<file path="config.mk">
export PLATFORM = sky130hd
export DESIGN_NAME = ahb_ram_slave
export DESIGN_NICKNAME = d
export VERILOG_FILES = /design/src/logic/ahb_pkg.sv /design/src/logic/ram_pkg.sv /design/src/logic/dual_port_ram.sv /design/src/logic/ahb_addr_phase.sv /design/src/logic/ahb_data_phase.sv /design/src/logic/ahb_ram_slave.sv
export VERILOG_INCLUDE_DIRS = /design/src /design/src/logic
export SDC_FILE = /design/constraint.sdc
export NUM_CORES = 2
export LEC_CHECK = 0
export BUFFER_PORTS_ARGS = -buffer_cell sky130_fd_sc_hd__buf_2
export CORE_ASPECT_RATIO = 1.2
export CORE_MARGIN = 2
export CORE_UTILIZATION = 60
export DETAILED_ROUTE_END_ITERATION = 10
export GPL_TIMING_DRIVEN = 0
export HOLD_SLACK_MARGIN = 0.08
export PLACE_DENSITY = 0.8
export SETUP_SLACK_MARGIN = 0.4
export SYNTH_ARGS = -nofsm -noshare
export SYNTH_HDL_FRONTEND = slang
export SYNTH_HIERARCHICAL = 1
export SYNTH_SLANG_ARGS = --single-unit
</file>
<file path="constraint.sdc">
create_clock -name HCLK -period 3.1 [get_ports HCLK]
set_input_delay 0.62 -clock HCLK [delete_from_list [all_inputs] [get_ports HCLK]]
set_output_delay 0.62 -clock HCLK [all_outputs]
set_load 0.1 [all_outputs]
</file>
<file path="src/logic/ahb_ram_settings.svh">
`ifndef AHB_RAM_SETTINGS_SVH
`define AHB_RAM_SETTINGS_SVH

// Word address bits of each byte lane.
`define RAM_ADDR_WIDTH 6

// Lowest HADDR bit of the word address.
`define RAM_ADDR_LSB 2

`endif

</file>
<file path="src/logic/ahb_pkg.sv">
`default_nettype none

`include "ahb_ram_settings.svh"

package ahb_pkg;

    typedef enum logic [1:0]
    {
        IDLE   = 2'b00,
        BUSY   = 2'b01,
        NONSEQ = 2'b10,
        SEQ    = 2'b11
    } htrans_t;

    // Only sizes up to the bus width are decoded.
    typedef enum logic [2:0]
    {
        BYTE = 3'b000,
        HALF = 3'b001,
        WORD = 3'b010
    } hsize_t;

    typedef enum logic
    {
        OKAY  = 1'b0,
        ERROR = 1'b1
    } hresp_t;

    typedef struct packed
    {
        logic                          valid;
        logic                          write;
        logic [`RAM_ADDR_WIDTH - 1:0]  addr;
        logic [3:0]                    mask;
    } ahb_phase_t;

endpackage

`default_nettype wire

</file>
<file path="src/logic/ram_pkg.sv">
`default_nettype none

`include "ahb_ram_settings.svh"

package ram_pkg;

    // One enable bit per byte lane.
    typedef struct packed
    {
        logic [3:0]                    mask;
        logic [`RAM_ADDR_WIDTH - 1:0]  addr;
        logic [31:0]                   data;
    } ram_wr_t;

    typedef struct packed
    {
        logic [`RAM_ADDR_WIDTH - 1:0]  addr;
    } ram_rd_t;

endpackage

`default_nettype wire

</file>
<file path="src/logic/dual_port_ram.sv">
`timescale 1ns/10ps
`default_nettype none

`include "ahb_ram_settings.svh"

module dual_port_ram
#(
    parameter int DATA_WIDTH = 8,
    parameter int ADDR_WIDTH = `RAM_ADDR_WIDTH
)
(
    input  wire logic                    HCLK,
    input  wire logic [ADDR_WIDTH - 1:0] read_addr,
    input  wire logic [ADDR_WIDTH - 1:0] write_addr,
    input  wire logic [DATA_WIDTH - 1:0] write_data,
    input  wire logic                    write_enable,
    output logic      [DATA_WIDTH - 1:0] read_data
);

    logic [DATA_WIDTH - 1:0] mem [2**ADDR_WIDTH];

    // Read returns the old word when both ports hit the same address.
    always_ff @(posedge HCLK)
    begin
        if (write_enable)
            mem[write_addr] <= write_data;
        read_data <= mem[read_addr];
    end

endmodule

`default_nettype wire

</file>
<file path="src/logic/ahb_addr_phase.sv">
`timescale 1ns/10ps
`default_nettype none

`include "ahb_ram_settings.svh"

module ahb_addr_phase
(
    input  wire logic             HCLK,
    input  wire logic             HRESETn,
    input  wire logic             hsel,
    input  wire logic [31:0]      haddr,
    input  wire ahb_pkg::htrans_t htrans,
    input  wire logic             hwrite,
    input  wire ahb_pkg::hsize_t  hsize,
    input  wire logic             hready,
    output ahb_pkg::ahb_phase_t   cur_phase,
    output ahb_pkg::ahb_phase_t   reg_phase,
    output ram_pkg::ram_rd_t      rd_req
);

    import ahb_pkg::*;

    logic                         valid;
    logic [3:0]                   mask;
    logic [`RAM_ADDR_WIDTH - 1:0] word_addr;

    assign valid     = hsel && (htrans == NONSEQ || htrans == SEQ);
    assign word_addr = haddr[`RAM_ADDR_LSB +: `RAM_ADDR_WIDTH];

    // Lanes follow little-endian byte order.
    always_comb
    begin
        mask = 4'b0000;
        if (valid && hwrite)
        begin
            case (hsize)
                BYTE:    mask = 4'b0001 << haddr[1:0];
                HALF:    mask = haddr[1] ? 4'b1100 : 4'b0011;
                default: mask = 4'b1111;
            endcase
        end
    end

    always_comb
    begin
        cur_phase.valid = valid;
        cur_phase.write = hwrite;
        cur_phase.addr  = word_addr;
        cur_phase.mask  = mask;
    end

    // During a stall the RAM re-reads the held read's word.
    always_comb
    begin
        rd_req.addr = hready ? word_addr : reg_phase.addr;
    end

    always_ff @(posedge HCLK)
    begin
        if (!HRESETn)
            reg_phase <= '0;
        else if (hready)
            reg_phase <= cur_phase;
    end

    // Accepted transfers must be naturally aligned.
    assert property (@(posedge HCLK) disable iff (!HRESETn)
        (valid && hready && hsize == HALF) |-> !haddr[0]);

    assert property (@(posedge HCLK) disable iff (!HRESETn)
        (valid && hready && hsize == WORD) |-> haddr[1:0] == 2'b00);

endmodule

`default_nettype wire

</file>
<file path="src/logic/ahb_data_phase.sv">
`timescale 1ns/10ps
`default_nettype none

module ahb_data_phase
(
    input  wire logic                HCLK,
    input  wire logic                HRESETn,
    input  wire ahb_pkg::ahb_phase_t cur_phase,
    input  wire ahb_pkg::ahb_phase_t reg_phase,
    input  wire logic [31:0]         hwdata,
    output ram_pkg::ram_wr_t         wr_req,
    output logic                     hready
);

    logic wr_active;
    logic raw_hazard;

    assign wr_active = reg_phase.valid && reg_phase.write;

    // Write data arrives in this phase, so the request is combinational.
    always_comb
    begin
        wr_req.mask = wr_active ? reg_phase.mask : 4'b0000;
        wr_req.addr = reg_phase.addr;
        wr_req.data = hwdata;
    end

    // A read of the word being written now would see stale RAM data.
    assign raw_hazard = cur_phase.valid
                     && !cur_phase.write
                     && wr_active
                     && cur_phase.addr == reg_phase.addr;

    always_ff @(posedge HCLK)
    begin
        if (!HRESETn)
            hready <= 1'b1;
        else
            hready <= !raw_hazard;
    end

    // The stalled phase is a read, so it cannot cause another stall.
    assert property (@(posedge HCLK) disable iff (!HRESETn)
        !hready |=> hready);

endmodule

`default_nettype wire

</file>
<file path="src/logic/ahb_ram_slave.sv">
`timescale 1ns/10ps
`default_nettype none

`include "ahb_ram_settings.svh"

module ahb_ram_slave
(
    input  wire logic             HCLK,
    input  wire logic             HRESETn,
    input  wire logic             hsel,
    input  wire logic [31:0]      haddr,
    input  wire logic [2:0]       hburst,
    input  wire logic             hmastlock,
    input  wire logic [3:0]       hprot,
    input  wire ahb_pkg::htrans_t htrans,
    input  wire logic             hwrite,
    input  wire ahb_pkg::hsize_t  hsize,
    input  wire logic [31:0]      hwdata,
    output wire logic [31:0]      hrdata,
    output wire logic             hready,
    output wire logic             hresp
);

    import ahb_pkg::*;
    import ram_pkg::*;

    ahb_phase_t cur_phase;
    ahb_phase_t reg_phase;
    ram_rd_t    rd_req;
    ram_wr_t    wr_req;

    // Burst, protection and lock carry no meaning for this memory.
    assign hresp = OKAY;

    ahb_addr_phase u_addr_phase
    (
        .HCLK      (HCLK),
        .HRESETn   (HRESETn),
        .hsel      (hsel),
        .haddr     (haddr),
        .htrans    (htrans),
        .hwrite    (hwrite),
        .hsize     (hsize),
        .hready    (hready),
        .cur_phase (cur_phase),
        .reg_phase (reg_phase),
        .rd_req    (rd_req)
    );

    ahb_data_phase u_data_phase
    (
        .HCLK      (HCLK),
        .HRESETn   (HRESETn),
        .cur_phase (cur_phase),
        .reg_phase (reg_phase),
        .hwdata    (hwdata),
        .wr_req    (wr_req),
        .hready    (hready)
    );

    for (genvar i = 0; i < 4; i++)
    begin : g_lane
        dual_port_ram
        #(
            .DATA_WIDTH (8),
            .ADDR_WIDTH (`RAM_ADDR_WIDTH)
        )
        u_ram
        (
            .HCLK         (HCLK),
            .read_addr    (rd_req.addr),
            .write_addr   (wr_req.addr),
            .write_data   (wr_req.data[i * 8 +: 8]),
            .write_enable (wr_req.mask[i]),
            .read_data    (hrdata[i * 8 +: 8])
        );
    end

endmodule

`default_nettype wire

</file>
==> flow_summary.toml <==
[run]
timing.max_cap.violations = 0

[worst_hold_path]
min_path_type = "in2reg"

[die]
die_width_um = 341
num_rows = 148
initial_utilization_pct = 60.3
count_of_boundary_i_o_pins = 115
fp.dieArea_um2 = 139000
die_h_um = 408
placeableCoreArea_um2 = 135000

[clock_network]
tritoncts_num_sinks = 2093
cts_made_buffers = 186
clk_root_buffer_cell = "sky130_fd_sc_hd__clkbuf_16"
cts-hold-fix-buffers = 0
clockBufferDepth = 3
clock_latency_ns = 0.84
cts_htree_levels = 4
cts_tree = "built"
cts.reportedPaths.clkPinSlew_ns = 0.06

[grt]
grt_antenna_before_repair = 15
first_global_vias = 43400
globalRouteOverflowTotal = 0
grt_use_total_pct = 30.8
grt_max_degree = 65
grt_first_pass_wirelength_um = 304000

[worst_setup_path]
worst-r2r-setup-slack_ns = -0.20
largest_fanout_of_any_net_on_the_critical_path = 10
critical_path_required_ns = 3.56
timing.critical_path.to_type = "register"
critPathLaunchType = "register"
critical_path_arrival_ns = 3.77
critPathKind = "reg2reg"

[detailed_routing]
initialDrtViolationCount = 7384
num_vias = 43400
post_detailed_route_drc_marker_count = 0
drt_pre_antenna_iters = 9
antenna_left = 0
routedWlPerCell_um = 35.1
drt-vias-per-instance = 7.07
final_wl_um = 216000

[power_and_ir_drop]
cellLeakagePower_uw = 0.0294
power_per_unit_of_standard_cell_area_nw_per_um2 = 619
power_uw = 58200
vdd_ir_max_mv = 0.619

[place]
port-buffer-count = 48
place.gp.congestion = 1.00
detailed_place.area_um2 = 84200
post-place-ws_ns = -0.971
dpl.hpwl_um = 123000

[timing]
max_slew_headroom_pct = 14.8
final_hold_slack_ns = 0.134
worst_slew_pin_slew_ns = 1.27
hold_violations = 0
min_period_ns = 3.30
fmax_ghz = 0.303
min_period_over_period_pct = 107
timing.final.ws_setup_ns = -0.202
rsz0062_at_grt = "true"
finalMaxSlewViolations = 0
setup_viol_count_final = 98
fin_worst_skew_ns = 0.0318

[final_layout]
drive_gt1_share_pct = 33.9
area_delta_synth_final_pct = 15.1
finalNetCount = 4263
stdcell_area_um2 = 94000

[synth]
synth.avg_cell_area_um2 = 21.1
post_synth_instance_area_um2 = 81700
gate_count_post_synth = 3872
synth_nets = 3953
number_of_warnings_reported_in_the_yosys_synthesis_log = 6

[status]
failed_checks = "setup timing"
outcome = "finished with violations"
state kept, by name, summed over array words and instances, names as in the netlist:
signal / cells
u_data_phase/hready: 1
g_lane.u_ram/read_data: 32
u_addr_phase/reg_phase: 12
g_lane.u_ram/mem: 2048
worst max-delay path, cell delays in order (launching register included):
cell	delay, ns
sky130_fd_sc_hd__dfxtp_1	0.37
sky130_fd_sc_hd__buf_4	0.25
sky130_fd_sc_hd__clkbuf_1	0.47
sky130_fd_sc_hd__nor2b_1	0.40
sky130_fd_sc_hd__nand2_1	0.68
sky130_fd_sc_hd__nor2_2	0.76
metrics by stage:
stage / instances / TNS (ns) / util, %
floorplan: 3872 / 0 / -
global placement: 5720 / -18.60 / 62.2
detailed placement: 5721 / -20.58 / 62.2
CTS: 6110 / 0 / 68.7
global route: 6135 / -2.96 / 69.4
finish: 6142 / -5.42 / 69.5
path summary, 6_finish.rpt:
kind | from | end | cells after the start
worst max-delay path | u_addr_phase/reg_phase[6]$_SDFFE_PN0P_ | g_lane[3].u_ram/mem[28][2]$_DFFE_PP_ | 5
worst min register to register | u_addr_phase/reg_phase[2]$_SDFFE_PN0P_ | u_addr_phase/reg_phase[2]$_SDFFE_PN0P_ | 2
worst max register to register | u_addr_phase/reg_phase[6]$_SDFFE_PN0P_ | g_lane[3].u_ram/mem[28][2]$_DFFE_PP_ | 5
worst min-delay path | hsel | u_addr_phase/reg_phase[2]$_SDFFE_PN0P_ | 3
layout by cell type (no fill, tap or decap), types with 11 or more instances in the layout:
master,count
sky130_fd_sc_hd__nor2b_1,56
sky130_fd_sc_hd__clkbuf_1,68
sky130_fd_sc_hd__nand2b_1,28
sky130_fd_sc_hd__nand3b_1,12
sky130_fd_sc_hd__a221oi_2,12
sky130_fd_sc_hd__a211oi_1,11
sky130_fd_sc_hd__clkinv_1,30
sky130_fd_sc_hd__nand2_1,73
sky130_fd_sc_hd__clkinv_2,42
sky130_fd_sc_hd__buf_6,41
sky130_fd_sc_hd__buf_8,17
sky130_fd_sc_hd__edfxtp_1,2048
sky130_fd_sc_hd__nor2_2,69
sky130_fd_sc_hd__clkbuf_2,23
sky130_fd_sc_hd__nor2_1,195
sky130_fd_sc_hd__mux4_2,504
sky130_fd_sc_hd__o221ai_1,30
sky130_fd_sc_hd__nor3_1,11
sky130_fd_sc_hd__clkbuf_4,16
sky130_fd_sc_hd__dfxtp_1,44
sky130_fd_sc_hd__bufinv_16,20
sky130_fd_sc_hd__o22ai_1,22
sky130_fd_sc_hd__o2111ai_1,12
sky130_fd_sc_hd__buf_4,117
sky130_fd_sc_hd__nand3_1,41
sky130_fd_sc_hd__mux2_4,15
sky130_fd_sc_hd__nor2_4,70
sky130_fd_sc_hd__clkbuf_16,193
sky130_fd_sc_hd__buf_12,51
sky130_fd_sc_hd__mux2i_1,86
sky130_fd_sc_hd__mux2_2,43
sky130_fd_sc_hd__buf_2,65
layout make-up:
type / count / area [µm²]
diodes: 7 / 17.5
clock buffers: 237 / 5010
well taps: 1800 / 2250
inverters: 2 / 7.51
multi-input cells: 1525 / 19600
plain buffers: 253 / 2570
flip-flops and latches: 2093 / 62400
repair buffers: 121 / 1090
fillers: 7360 / 41400
clock inverters: 104 / 1050
what timing repair did:
action                                  in CTS  in global routing
pin swaps                                   39                 12
hold endpoints to repair                     0                  0
setup buffers                               41                 22
cloned                                       7                  3
endpoints found under the setup margin    1462               1921
resized for setup                          561                192
where the power goes:
group          switching (µW)  internal, µW
Combinational            2590          1390
Sequential               22.4         31100
Clock                   10100         13100
Total                   12700         45600
layer usage:
| metal | vias up | GRT usage, % | share of wire, % |
|---|---|---|---|
| li1 | 16700 | - | - |
| met5 | - | 0 | 0.045 |
| met3 | 975 | 7.70 | 12 |
| met2 | 3693 | 49.7 | 49 |
| met4 | 14 | 17.6 | 7.2 |
| met1 | 22000 | 38.3 | 32 |
Power figures use the tool's default switching activity.
